[config.mk]
export PLATFORM = sky130hd
export DESIGN_NAME = vdp_control_regs_flat
export DESIGN_NICKNAME = d
export VERILOG_FILES = /design/src/vdp_pkg.sv /design/src/vdp_reg_bus_if.sv /design/src/vdp_control_regs.sv /design/src/flat_wrapper.sv
export SDC_FILE = /design/constraint.sdc
export NUM_CORES = 1
export LEC_CHECK = 0
export BUFFER_PORTS_ARGS = -buffer_cell sky130_fd_sc_hd__buf_2
export CORE_UTILIZATION = 54
export CTS_CLUSTER_SIZE = 24
export DETAILED_ROUTE_END_ITERATION = 12
export HOLD_SLACK_MARGIN = 0.02
export PLACE_DENSITY = 0.94
export SYNTH_ARGS = -nofsm -noshare
export SYNTH_HDL_FRONTEND = slang
export SYNTH_SLANG_ARGS = --single-unit
[constraint.sdc]
create_clock -name reset -period 3.5 [get_ports reset]
set_input_delay 0.7 -clock reset [delete_from_list [all_inputs] [get_ports reset]]
set_output_delay 0.7 -clock reset [all_outputs]
set_load 0.1 [all_outputs]
[src/vdp_pkg.sv]
// Standard MSX2 mode subset only, register numbers above R19 and the extended palette are absent
package vdp_pkg;

  // CPU port selector, the low two address bits of ports 98h to 9Bh
  typedef enum logic [1:0] {
    port_vram     = 2'd0,
    port_ctrl     = 2'd1,
    port_palette  = 2'd2,
    port_indirect = 2'd3
  } vdp_port_e;

  // Decoded screen mode
  typedef enum logic [3:0] {
    graphic1  = 4'd0,
    graphic2  = 4'd1,
    graphic3  = 4'd2,
    graphic4  = 4'd3,
    graphic5  = 4'd4,
    graphic6  = 4'd5,
    graphic7  = 4'd6,
    text1     = 4'd7,
    text2     = 4'd8,
    multi     = 4'd9,
    text1q    = 4'd10,
    multiq    = 4'd11,
    mode_none = 4'd15   // Any other M5..M1 pattern
  } vdp_mode_e;

  localparam int REG_NUM_W    = 6;
  localparam int STATUS_NUM_W = 4;
  localparam int PAL_INDEX_W  = 8;

  localparam logic [REG_NUM_W-1:0] R_MODE0       = 6'd0;
  localparam logic [REG_NUM_W-1:0] R_MODE1       = 6'd1;
  localparam logic [REG_NUM_W-1:0] R_FRAME_COL   = 6'd7;
  localparam logic [REG_NUM_W-1:0] R_SPRITE_CTRL = 6'd8;
  localparam logic [REG_NUM_W-1:0] R_FORMAT      = 6'd9;
  localparam logic [REG_NUM_W-1:0] R_STATUS_SEL  = 6'd15;
  localparam logic [REG_NUM_W-1:0] R_PAL_INDEX   = 6'd16;
  localparam logic [REG_NUM_W-1:0] R_INDIRECT    = 6'd17;
  localparam logic [REG_NUM_W-1:0] R_HINT_LINE   = 6'd19;

  localparam logic [4:0] VDP_ID_V9958 = 5'd2;   // S#1 chip code

  // Power-on colours, 3 bits per channel in the top of each byte
  localparam logic [7:0] PAL_INIT_R [16] = '{8'h00, 8'h00, 8'h20, 8'h60, 8'h20, 8'h40, 8'hA0, 8'h40,
                                             8'hE0, 8'hE0, 8'hC0, 8'hC0, 8'h20, 8'hC0, 8'hA0, 8'hE0};
  localparam logic [7:0] PAL_INIT_G [16] = '{8'h00, 8'h00, 8'hC0, 8'hE0, 8'h20, 8'h60, 8'h20, 8'hC0,
                                             8'h20, 8'h60, 8'hC0, 8'hC0, 8'h80, 8'h40, 8'hA0, 8'hE0};
  localparam logic [7:0] PAL_INIT_B [16] = '{8'h00, 8'h00, 8'h20, 8'h60, 8'hE0, 8'hE0, 8'h20, 8'hE0,
                                             8'h20, 8'h60, 8'h20, 8'h80, 8'h20, 8'hA0, 8'hA0, 8'hE0};

endpackage

[src/vdp_reg_bus_if.sv]
// Strobes are one clock wide and appear in the cycle after the CPU request that caused them
`timescale 1ns/100ps

interface vdp_reg_bus_if;

  logic                          reg_wr;     // Register write strobe
  logic [vdp_pkg::REG_NUM_W-1:0] reg_num;
  logic [7:0]                    reg_data;
  logic                          status_rd;  // CPU read of the control port

  modport decoder (
    output reg_wr,
    output reg_num,
    output reg_data,
    output status_rd
  );

  modport listener (
    input reg_wr,
    input reg_num,
    input reg_data,
    input status_rd
  );

endinterface

[src/vdp_control_regs.sv]
// Only R0, R1, R7, R8, R9, R15 and R19 are stored and mode bits take effect on an hsync edge
`timescale 1ns/100ps

module vdp_control_regs (
  input  logic                              reset,    // Clock
  input  logic                              clk21m,   // Asynchronous reset, active high
  input  logic                              hsync,
  output vdp_pkg::vdp_mode_e                display_mode,
  output logic                              disp_on,
  output logic                              hsync_int_en,
  output logic                              vsync_int_en,
  output logic                              sprite_size,
  output logic                              sprite_zoom,
  output logic                              sprite_off,
  output logic                              col0_on,
  output logic                              pal_mode,
  output logic                              y_dots,
  output logic [7:0]                        frame_col,
  output logic [7:0]                        hint_line,
  output logic [vdp_pkg::STATUS_NUM_W-1:0]  status_num,
  vdp_reg_bus_if.listener                   bus
);

  import vdp_pkg::*;

  logic [4:0] mode_pend;      // {M5, M4, M3, M2, M1} as last written
  logic       disp_on_pend;
  logic [4:0] mode_bits;      // Active copy

  // Register writes, numbers 32 and up never match a case item
  always_ff @(posedge reset or posedge clk21m) begin
    if (clk21m) begin
      mode_pend    <= 5'b00000;
      disp_on_pend <= 1'b0;
      hsync_int_en <= 1'b0;
      vsync_int_en <= 1'b0;
      sprite_size  <= 1'b0;
      sprite_zoom  <= 1'b0;
      sprite_off   <= 1'b0;
      col0_on      <= 1'b0;
      pal_mode     <= 1'b0;
      y_dots       <= 1'b0;
      frame_col    <= 8'h00;
      hint_line    <= 8'h00;
      status_num   <= '0;
    end else if (bus.reg_wr) begin
      case (bus.reg_num)
        R_MODE0: begin
          mode_pend[4:2] <= bus.reg_data[3:1];
          hsync_int_en   <= bus.reg_data[4];
        end
        R_MODE1: begin
          sprite_zoom  <= bus.reg_data[0];
          sprite_size  <= bus.reg_data[1];
          mode_pend[1] <= bus.reg_data[3];    // M2
          mode_pend[0] <= bus.reg_data[4];    // M1
          vsync_int_en <= bus.reg_data[5];
          disp_on_pend <= bus.reg_data[6];
        end
        R_FRAME_COL:   frame_col <= bus.reg_data;
        R_SPRITE_CTRL: begin
          sprite_off <= bus.reg_data[1];
          col0_on    <= bus.reg_data[5];
        end
        R_FORMAT: begin
          pal_mode <= bus.reg_data[1];
          y_dots   <= bus.reg_data[7];
        end
        R_STATUS_SEL:  status_num <= bus.reg_data[STATUS_NUM_W-1:0];
        R_HINT_LINE:   hint_line  <= bus.reg_data;
        default: begin
          // Not held in this block
        end
      endcase
    end
  end

  // Mode change lands between lines
  always_ff @(posedge reset or posedge clk21m) begin
    if (clk21m) begin
      mode_bits <= 5'b00000;
      disp_on   <= 1'b0;
    end else if (hsync) begin
      mode_bits <= mode_pend;
      disp_on   <= disp_on_pend;
    end
  end

  always_comb begin
    case (mode_bits)
      5'b00000: display_mode = graphic1;
      5'b00001: display_mode = text1;
      5'b00010: display_mode = multi;
      5'b00100: display_mode = graphic2;
      5'b00101: display_mode = text1q;
      5'b00110: display_mode = multiq;
      5'b01000: display_mode = graphic3;
      5'b01001: display_mode = text2;
      5'b01100: display_mode = graphic4;
      5'b10000: display_mode = graphic5;
      5'b10100: display_mode = graphic6;
      5'b11100: display_mode = graphic7;
      default:  display_mode = mode_none;
    endcase
  end

endmodule

[src/flat_wrapper.sv]
// flat-port wrapper written by rule: the top's interface ports become plain ports
module vdp_control_regs_flat import vdp_pkg::*;
  (reset, clk21m, hsync, display_mode, disp_on, hsync_int_en, vsync_int_en, sprite_size, sprite_zoom, sprite_off, col0_on, pal_mode, y_dots, frame_col, hint_line, status_num, bus_reg_wr, bus_reg_num, bus_reg_data, bus_status_rd);
  vdp_reg_bus_if bus_i ();
  input  logic reset;
  input  logic clk21m;
  input  logic hsync;
  output vdp_pkg::vdp_mode_e display_mode;
  output logic disp_on;
  output logic hsync_int_en;
  output logic vsync_int_en;
  output logic sprite_size;
  output logic sprite_zoom;
  output logic sprite_off;
  output logic col0_on;
  output logic pal_mode;
  output logic y_dots;
  output logic [7:0] frame_col;
  output logic [7:0] hint_line;
  output logic [vdp_pkg::STATUS_NUM_W-1:0] status_num;
  input wire logic [$bits(bus_i.reg_wr)-1:0] bus_reg_wr;
  input wire logic [$bits(bus_i.reg_num)-1:0] bus_reg_num;
  input wire logic [$bits(bus_i.reg_data)-1:0] bus_reg_data;
  input wire logic [$bits(bus_i.status_rd)-1:0] bus_status_rd;
  assign bus_i.reg_wr = bus_reg_wr;
  assign bus_i.reg_num = bus_reg_num;
  assign bus_i.reg_data = bus_reg_data;
  assign bus_i.status_rd = bus_status_rd;
  vdp_control_regs u_core (.reset(reset), .clk21m(clk21m), .hsync(hsync), .display_mode(display_mode), .disp_on(disp_on), .hsync_int_en(hsync_int_en), .vsync_int_en(vsync_int_en), .sprite_size(sprite_size), .sprite_zoom(sprite_zoom), .sprite_off(sprite_off), .col0_on(col0_on), .pal_mode(pal_mode), .y_dots(y_dots), .frame_col(frame_col), .hint_line(hint_line), .status_num(status_num), .bus(bus_i));
endmodule
### Word-level counts from Yosys, hierarchy flattened

Memory sizes are Yosys's and may differ from the RTL's.
Index checks and enable logic that the tools add are counted.

* input port bits: 19
* output and inout port bits: 33
* register bits after elaboration: 40
* memories kept: 1
* memory bits (read-only): 128

Memories
* (no name shown): depth 32, bits a word 4, rd ports 1, clocked after Yosys merged registers in 0, write ports 0, RTL line vdp_control_regs.sv:90 `case (mode_bits)`

* eq/ne operators: 6
* reduce and logical (&&, ||, !) cells: 8

Operators by type and width (count)
* $eq A6 B4 Y1 const B: 3
* $reduce_and A2 Y1: 7
* $eq A6 B1 Y1 const B: 1
* $eq A6 B3 Y1 const B: 1
* $eq A6 B5 Y1 const B: 1
* $logic_not A6 Y1: 1

### Longest topological paths before layout

Gate-level depths: netlist of run 1.

* depth after elaboration: 2
* mapped depth: 4
* mapped depth without buffers: 3

### Least setup slack after synthesis of run 1

Ideal clock, no wire load.

* path kind: reg2out
* start: reg u_core.mode_bits[3]
* end: out display_mode[2]
* arrival time: 2.802 ns
* buffers on the path: 1
* data required time: 2.800 ns
* stages on the path, launching flop included: 5
* slack: -0.002 ns
* cell sequence: dfrtp_1 > clkbuf_1 > nand2b_1 > a21oi_1 > o21ai_0

* cells in the longest elaborated chain, start to end: 1

Ends and longest elaborated chain
* start: declaration: RTL line vdp_control_regs.sv:28 `logic [4:0] mode_bits;`
* start signal: assignment: RTL line vdp_control_regs.sv:84 `mode_bits <= mode_pend;`
* $mem_v2 Z32 W4
* end: declaration: RTL line flat_wrapper.sv:8 `output vdp_pkg::vdp_mode_e display_mode;`

Every way passes these cells.

### Final worst setup path of run 1

* start: reg u_core.mode_bits[2]
* end: out display_mode[3]

Same word-level chain as after synthesis.

==> results.md, run 1 <==
Outcome:
- The run finished, with violations left.
- The final reports fail on DRC.

Synth:
- The cell type with the highest aggregate area in the netlist is dfrtp_1.
- Sorting the synthesized cells by area gives the leading types as dfrtp_1 59%, mux2_2 25%, o21ai_0 2.1%.
- Ranked by instance count, the synthesized netlist is headed by 40 x dfrtp_1, 38 x mux2_2, 7 x o21ai_0.
- The share of synthesized area occupied by flip-flops and latches is 59.2%.
- The unique cell type count in the Yosys netlist is 21.
- The predominant post-synthesis flop cell is dfrtp_1.
- In this run the biggest area consumer among cell types represents 59.2% of the synthesized area.
- Synthesis produced a netlist whose cell count is 122.
- Synthesis produced a netlist with a net count of 141.
- After synthesis the netlist holds a flip-flop and latch count of 40.
- The mapped cell area is 1690 µm².
- Counting flops with an async set or reset pin after synthesis yields a share of 100%.
- The most repeated cell in the gate-level netlist after synthesis is dfrtp_1.
- After synthesis, the mean cell area works out to 13.9 µm².
- The synthesized design contains 0 enable-type register cells.
- The count of warnings emitted by yosys is 0.

STA:
- In this run the tightest slew margin relative to its limit is 67.5%.
- In the finished design, the share of the clock period the worst path needs comes to 70.4%.
- The total count of max-transition violations in the final report was 0.
- Hold is met by 0.469 ns.
- Setup repair after global routing left no endpoint under its margin.
- On the final layout, the worst clock skew is 0.00298 ns.
- The final-report hold violation count is 0.
- At the pin with the least slew margin, the transition time is 0.488 ns.
- The sum of negative setup slack is 0 ns.
- The clock period could shrink to 2.46 ns.
- Setup violations remaining at the end of the flow were counted as 0.
- Static timing analysis puts the maximum clock frequency at 0.406 GHz.
- After layout, the worst setup slack is 1.04 ns.

Clocking:
- After clock tree synthesis, the clock-pin slew on the worst setup and hold paths is 0.10 ns.
- The H-tree was split into 2 levels.
- In this run, CTS created clock tree buffers numbering 5.
- TritonCTS built the clock tree.
- The insertion delay of the later-clocked pin in the worst-skew pair is 0.33 ns.
- The maximum clock path buffer count is 2.
- The number of cells upsized or downsized after cts is 0.
- In this run the post-CTS setup repair buffer count came out at 0.
- The clock net in this run drives a total of 40 sinks.
- CTS placed an instance of clkbuf_4 at the clock tree root.
- For this design, the CTS-stage hold fixing added 0 buffers.

Setup path:
- In this design, the stage delay of the slowest critical-path cell is 0.46 ns.
- The number of buffers and inverters on the critical path is 1.
- Traced cell by cell, the critical path runs through nand2b_1, a22oi_1, or2_2, buf_2.
- The cell with the largest stage delay on the worst path is dfrtp_1.
- The worst setup path is launched from a register.
- The worst setup path is captured at an output pin.
- By startpoint and endpoint, the worst setup path is classified as reg -> out.
- The highest fanout seen on the critical path is 8.
- STA puts the critical path data arrival time at 1.76 ns.
- Data on the critical path is required at its endpoint by 2.80 ns.
- The cell family contributing the most delay on the critical path is flip-flops.

Placement:
- The detailed placer's ending HPWL is 2600 µm.
- The pre-CTS worst setup slack is 1.41 ns.
- The standard cell area after detailed placement is 1970 µm².
- The routability congestion estimate from global placement is 0.760.
- The number of port buffers is 50.
- The cell count after placement is 200.

Power:
- In this run the power density over the cells is 704 nW/µm².
- In this run the static leakage power is 1.08 nW.
- The power after layout is 1.43 mW.
- VDD sags by at most 0.483 mV.

Floorplanning:
- Row generation in the floorplan step produced 19 rows.
- The floorplan die height is 58.0 µm.
- The initial utilization of the core area, before any placement, comes to 59.3%.
- The floorplan step defined a die boundary enclosing 3360 µm².
- The count of pins on the block boundary is 52.
- In this run the standard cell core region covers 2850 µm².
- The die boundary width is 58.0 µm.

Cells and area:
- The finished cells cover 2030 µm².
- The post-route netlist has 55.9% of its cells at a drive strength greater than 1.
- After filler insertion, the fill cell instance count of the layout stands at 202.
- 0 antenna diodes ended up in the layout.
- The synthesis-to-finish area growth is 20.0%.
- The multi-input combinational cells in the finished layout cover a total of 663 µm².
- The net count of the finished layout is 195.
- At the end of the flow the core is filled with cells to 71.2%.
- The sequential cell area is 1000 µm².
- The number of non-filler instances in the completed layout is 208.

Detailed routing:
- The via density per instance is 5.64.
- Before antenna repair, the detailed router went through 8 iterations.
- After detailed routing, the total wire length is 3480 µm.
- The number of DRC violations after detailed-routing iteration 0 is 42.
- The detail route stage leaves a number of antenna-violating nets equal to 0.
- After detailed routing, the number of remaining DRC violations is 2.
- The post-detailed-route wirelength per cell is 16.7 µm.
- The total via count after detailed routing is 1174.

Global routing:
- The number of global-route vias before repair is 1232.
- The initial antenna violation count came to 0.
- The pin count of the biggest net entering global routing is 41.
- The total routing resource utilization after global routing is 23.6%.
- The first global-routing pass estimated 5820 µm of wire.
- Summed over all layers, the global routing overflow is 0.

Flow run:
- The number of max-capacitance violations reported is 0.

Hold path:
- The tightest min-delay check is of the in -> async type.
[registers in the layout (all words and copies together), names as in the netlist]
name / cells
u_core.hint_line: 8
u_core.pal_mode: 1
u_core.col0_on: 1
u_core.disp_on: 1
u_core.vsync_int_en: 1
u_core.hsync_int_en: 1
u_core.disp_on_pend: 1
u_core.mode_pend: 5
u_core.sprite_off: 1
u_core.sprite_zoom: 1
u_core.mode_bits: 5
u_core.sprite_size: 1
u_core.status_num: 4
u_core.frame_col: 8
u_core.y_dots: 1
[cell usage in the layout (no fill, tap or decap), drive strengths merged]
master	n
or2	1
dfrtp	40
nor2	5
a21oi	3
clkbuf	8
inv	3
nand2b	3
nor3	1
and4bb	1
buf	51
nand4b	2
o21ai	7
nand3	2
nand3b	3
nor2b	1
mux2	38
nor3b	1
a22oi	2
nand2	4
nor4b	1
[tightest hold or removal path: stages]
cell and delay [ns]:
buf_2 0.10, inv_1 0.04, buf_4 0.42
[layer usage]
metal / vias up / track usage [%] / part of all wire, %
met4: 0 / 7.14 / 1.3
li1: 540 / - / -
met2: 41 / 39.9 / 52
met3: 8 / 7.14 / 5.3
met5: - / 0 / 0
met1: 585 / 29.5 / 42
[cells by family (layout without fill, tap and decap cells)]
kind of cell | count (synthesis) | after routing | synth area share [%]
flops | 40 | 40 | 59.2
simple gates | 25 | 25 | 10.1
compound gates | 12 | 12 | 3.85
mux | 38 | 38 | 25.3
buf+inv | 7 | 62 | 1.63
[path summary, 6_finish.rpt]
path                       slack (ns)  cells after the start                       startpoint                              end
max                              1.04                      4  u_core.mode_bits[2]$_DFFE_PP0P_                  display_mode[3]
min                              0.47                      3                           clk21m  u_core.mode_bits[0]$_DFFE_PP0P_
max reg2reg                      2.61                      1  u_core.mode_bits[3]$_DFFE_PP0P_  u_core.mode_bits[3]$_DFFE_PP0P_
min reg2reg                      0.51                      2  u_core.mode_pend[4]$_DFFE_PP0P_  u_core.mode_bits[4]$_DFFE_PP0P_
max in group asynchronous        2.70                      3                           clk21m  u_core.mode_bits[4]$_DFFE_PP0P_
min in group reset               0.51                      2  u_core.mode_pend[4]$_DFFE_PP0P_  u_core.mode_bits[4]$_DFFE_PP0P_
[layout make-up]
cell class / count / share of cell area [%]
Inverter: 3 / 0.555
Tap cell: 31 / 1.91
Timing Repair Buffer: 51 / 12.7
Clock buffer: 8 / 2.90
Sequential cell: 40 / 49.3
Multi-Input combinational cell: 75 / 32.7
[power breakdown]
part	total (mW)	switching [mW]	internal (mW)
Clock	0.236	0.137	0.0992
Sequential	0.568	0.0444	0.524
Combinational	0.626	0.517	0.110
No activity file was read; power rests on OpenSTA's default activity.
==> run 2: changes to the inputs <==
--- a/config.mk
+++ b/config.mk
@@ -5,12 +5,13 @@
 export SDC_FILE = /design/constraint.sdc
 export NUM_CORES = 1
 export LEC_CHECK = 0
+export ABC_AREA = 1
 export BUFFER_PORTS_ARGS = -buffer_cell sky130_fd_sc_hd__buf_2
-export CORE_UTILIZATION = 54
+export CORE_UTILIZATION = 46
 export CTS_CLUSTER_SIZE = 24
 export DETAILED_ROUTE_END_ITERATION = 12
 export HOLD_SLACK_MARGIN = 0.02
-export PLACE_DENSITY = 0.94
+export PLACE_DENSITY = 0.86
 export SYNTH_ARGS = -nofsm -noshare
 export SYNTH_HDL_FRONTEND = slang
 export SYNTH_SLANG_ARGS = --single-unit
==> constraint.sdc (replaced) <==
create_clock -name reset -period 2.15 [get_ports reset]
set_input_delay 0.43 -clock reset [delete_from_list [all_inputs] [get_ports reset]]
set_output_delay 0.43 -clock reset [all_outputs]
set_load 0.1 [all_outputs]
==> run 2 against run 1 <==
Compared with the run above:
- sequential cell count did not move
- highest routed layer unchanged
- the run now ends clean
- combinational power rose by 68%
- sequential power rose by 60%
- global-route usage fell by 2.0 points
- cell area rose by 8.3%
- power rose by 68%
- clock power rose by 91%
- register-to-register slack got worse by 1.2 ns
- die area rose by 24%
- clock skew fell by 0.0028 ns
- sequential share of layout area fell by 3.8 points
- synthesized area rose by 6.6%
==> results.md, run 2 <==
Outcome:
- Status: finished, final reports clean (was complete, but fails checks).

Global routing:
- The global-route wire length before repair is 6890 µm (was 5820 µm).
- The total routing resource utilization after global routing is 21.6% (was 23.6%).
- The total global routing overflow is 0 (unchanged).
- The initial antenna violation count is 0 (unchanged).
- The pin count of the biggest net entering global routing came to 41 (unchanged).
- The number of global-route vias before repair is 1568 (was 1232).

Detailed routing:
- The DRC violation count after routing came to 0 (was 2).
- The aggregate routed wire length was 4090 µm (was 3480 µm).
- The via density per instance was 5.18 (was 5.64).
- The total via count after detailed routing is 1647 (was 1174).
- The number of DRC violations after detailed-routing iteration 0 is 69 (was 42).
- The final antenna-violating net count was 0 (unchanged).
- The post-detailed-route wirelength per cell is 12.9 µm (was 16.7 µm).
- The number of optimization iterations in the first detailed-route pass is 5 (was 8).

Clocking:
- The maximum clock path buffer count came to 2 (unchanged).
- The H-tree level count is 2 (unchanged).
- The TritonCTS buffer count is 5 (unchanged).
- The number of cells upsized or downsized after cts is 0 (unchanged).
- The insertion delay of the later-clocked pin in the worst-skew pair came to 0.28 ns (was 0.33 ns).
- The number of setup buffers added after CTS is 0 (unchanged).
- The clock transition time at the flip-flop clock pins of the worst setup and hold paths came to 0.07 ns (was 0.10 ns).
- The clock tree from TritonCTS is built (unchanged).
- The root buffer selected by CTS is clkbuf_8 (was clkbuf_4).
- The hold buffer count at cts was 0 (unchanged).
- The number of sinks driven by the clock tree is 40 (unchanged).

Power:
- The total leakage power is 1.28 nW (was 1.08 nW).
- The power after layout is 2.41 mW (was 1.43 mW).
- The power density normalized to cell area is 1090 nW/µm² (was 704 nW/µm²).
- The maximum vdd drop came to 0.730 mV (was 0.483 mV).

Placement:
- The routability congestion estimate from global placement is 0.791 (was 0.760).
- The cell count after placement is 311 (was 200).
- The pre-CTS worst setup slack was 0.441 ns (was 1.41 ns).
- The detailed placer's ending HPWL is 3100 µm (was 2600 µm).
- The number of port buffers is 50 (unchanged).

Setup path:
- The required time of the critical path is 1.72 ns (was 2.80 ns).
- The path type of the worst setup path is reg -> out (unchanged).
- The launching element type of the critical path is a register (unchanged).
- The capturing element type of the critical path is an output pin (unchanged).
- The highest fanout seen on the critical path came to 6 (was 8).
- The arrival time of the worst setup path is 1.60 ns (was 1.76 ns).
- The worst reg2reg path depth is 2 (was 1).

Synth:
- The gate count of the mapped netlist is 214 (was 122).
- The flip-flop and latch count after synthesis is 40 (unchanged).
- The count of warnings emitted by yosys came to 0 (unchanged).
- The async set or reset register ratio after synthesis was 100% (unchanged).
- The mapped cell area is 1800 µm² (was 1690 µm²).
- The mean instance size in the synthesized netlist came to 8.43 µm² (was 13.9 µm²).
- List of most frequent post-synthesis cells: 90 x nand2_1, 40 x dfrtp_1, 31 x nand3_1 (was 40 x dfrtp_1, 38 x mux2_2, 7 x o21ai_0).
- The number of nets produced by synthesis is 233 (was 141).
- The top cell type's share of synthesized area is 55.5% (was 59.2%).
- The predominant post-synthesis flop cell was dfrtp_1 (unchanged).
- The cell type with the highest aggregate area in the netlist is dfrtp_1 (unchanged).
- The unique cell type count in the Yosys netlist was 18 (was 21).
- Dominant cells by area after synthesis: dfrtp_1 56%, nand2_1 19%, nand3_1 8.6% (was dfrtp_1 59%, mux2_2 25%, o21ai_0 2.1%).
- The share of synthesized area occupied by flip-flops and latches is 55.5% (was 59.2%).
- The number of synthesized flops with an enable pin is 0 (unchanged).
- The most repeated cell in the gate-level netlist after synthesis is nand2_1 (was dfrtp_1).

Cells and area:
- The share of post-route cells with drive strength above 1 is 26.3% (was 55.9%).
- The number of non-filler instances in the completed layout was 318 (was 208).
- The layout net count came to 289 (was 195).
- Top Registers: u_core.frame_col (8), u_core.hint_line (8) (unchanged).
- The filler cell count in the final layout is 333 (was 202).
- The synthesis-to-finish area growth was 21.9% (was 20.0%).
- Most frequent cells in the layout: 90 x nand2_1, 49 x buf_2, 40 x dfrtp_1 (was 50 x buf_2, 40 x dfrtp_1, 38 x mux2_2).
- The leading cell type in the layout, fill and taps excluded was nand2_1 (was buf_2).
- The count of inserted antenna diode cells is 0 (unchanged).

STA:
- The slew at the pin closest to its max-slew limit was 0.630 ns (was 0.488 ns).
- The total count of max-transition violations in the final report came to 0 (unchanged).
- Timing would allow up to 0.493 GHz.
- The count of final setup violators is 0 (unchanged).
- The sum of negative setup slack is 0 ns (unchanged).
- Setup repair after global routing missed its margin: no (unchanged).
- The worst path needs 2.03 ns of the cycle, external delays included.
- The final setup skew is 0.000197 ns (was 0.00298 ns).
- The final-report hold violation count is 0 (unchanged).
- The final critical path takes up 94.4% of the cycle.
- The minimum hold slack was 0.258 ns (was 0.469 ns).
- The worst-case setup margin in the final layout is 0.120 ns (was 1.04 ns).
- The worst relative slew slack was 57.8% (was 67.5%).

Floorplanning:
- The count of pins on the block boundary is 52 (unchanged).
- The die boundary width is 64.6 µm (was 58.0 µm).
- The starting density of the core is 48.5% (was 59.3%).
- The overall die area was 4170 µm² (was 3360 µm²).
- The site row count is 22 (was 19).
- The floorplan die height is 64.6 µm (was 58.0 µm).
- The area of the core region was 3720 µm² (was 2850 µm²).

Hold path:
- The class of the tightest hold or removal check is in -> async (unchanged).

Flow run:
- The number of max-capacitance violations reported was 0 (unchanged).
run 2: changes by cell type after synthesis, sizes merged, moves of 5 or more:
| cell | previous run | this run |
|---|---|---|
| nand2 | 4 | 93 |
| mux2 | 38 | 1 |
| nand3 | 2 | 31 |
| nand4 | 0 | 14 |
| inv | 3 | 11 |
| nor2 | 5 | 10 |
run 2: power by group:
group / total, mW / internal [mW] / switching [mW]
clock: 0.451 / 0.220 / 0.231
combinational: 1.05 / 0.148 / 0.899
sequential: 0.906 / 0.851 / 0.0558
total: 2.41 / 1.22 / 1.19
run 2: logic make-up (layout without fill, tap and decap cells):
family / Yosys count / count (layout) / share of synthesized area [%]
mux: 1 / 1 / 0.625
compound gates: 8 / 8 / 2.22
flops: 40 / 40 / 55.5
simple gates: 150 / 150 / 38.2
buf+inv: 15 / 71 / 3.47
run 2: routing by layer:
| metal | wire [µm] | up-vias | global-route usage, % |
|---|---|---|---|
| met4 | 66 | 0 | 6.67 |
| li1 | - | 813 | - |
| met3 | 257 | 10 | 6.16 |
| met1 | 1620 | 765 | 24.7 |
| met5 | 0 | - | 0 |
| met2 | 2150 | 59 | 38.8 |
run 2: cell type report:
class / instances / area, µm² / share of cell area, %
flip-flops and latches: 40 / 1000 / 45.5
multi-input cells: 159 / 743 / 33.8
repair buffers: 53 / 275 / 12.5
clock buffers: 6 / 72.6 / 3.30
well taps: 48 / 60.1 / 2.73
inverters: 11 / 41.3 / 1.88
clock inverters: 1 / 5.00 / 0.228
run 2: stage by stage:
step	utilization (%)	area, µm²
after floorplan	-	1810
after global placement	57.0	2120
after detailed placement	57.0	2120
after CTS	59.1	2200
after global routing	59.2	2200
final	59.2	2200
run 2: worst max-delay path: stages (launching register included):
cell and delay [ns]:
dfrtp_1 0.39, inv_1 0.16, nand2_1 0.13, o21ai_0 0.27, nand2_1 0.08, buf_2 0.29
run 2: final timing paths:
| kind | from | endpoint | slack [ns] |
|---|---|---|---|
| max in group asynchronous | clk21m | u_core.status_num[1]$_DFFE_PP0P_ | 1.55 |
| min in group reset | bus_reg_data[7] | u_core.frame_col[7]$_DFFE_PP0P_ | 0.42 |
| setup / recovery | u_core.mode_bits[1]$_DFFE_PP0P_ | display_mode[1] | 0.12 |
| setup reg to reg | u_core.mode_bits[2]$_DFFE_PP0P_ | u_core.mode_bits[2]$_DFFE_PP0P_ | 1.38 |
| hold reg to reg | u_core.hint_line[4]$_DFFE_PP0P_ | u_core.hint_line[4]$_DFFE_PP0P_ | 0.47 |
| hold / removal | clk21m | u_core.hint_line[1]$_DFFE_PP0P_ | 0.26 |
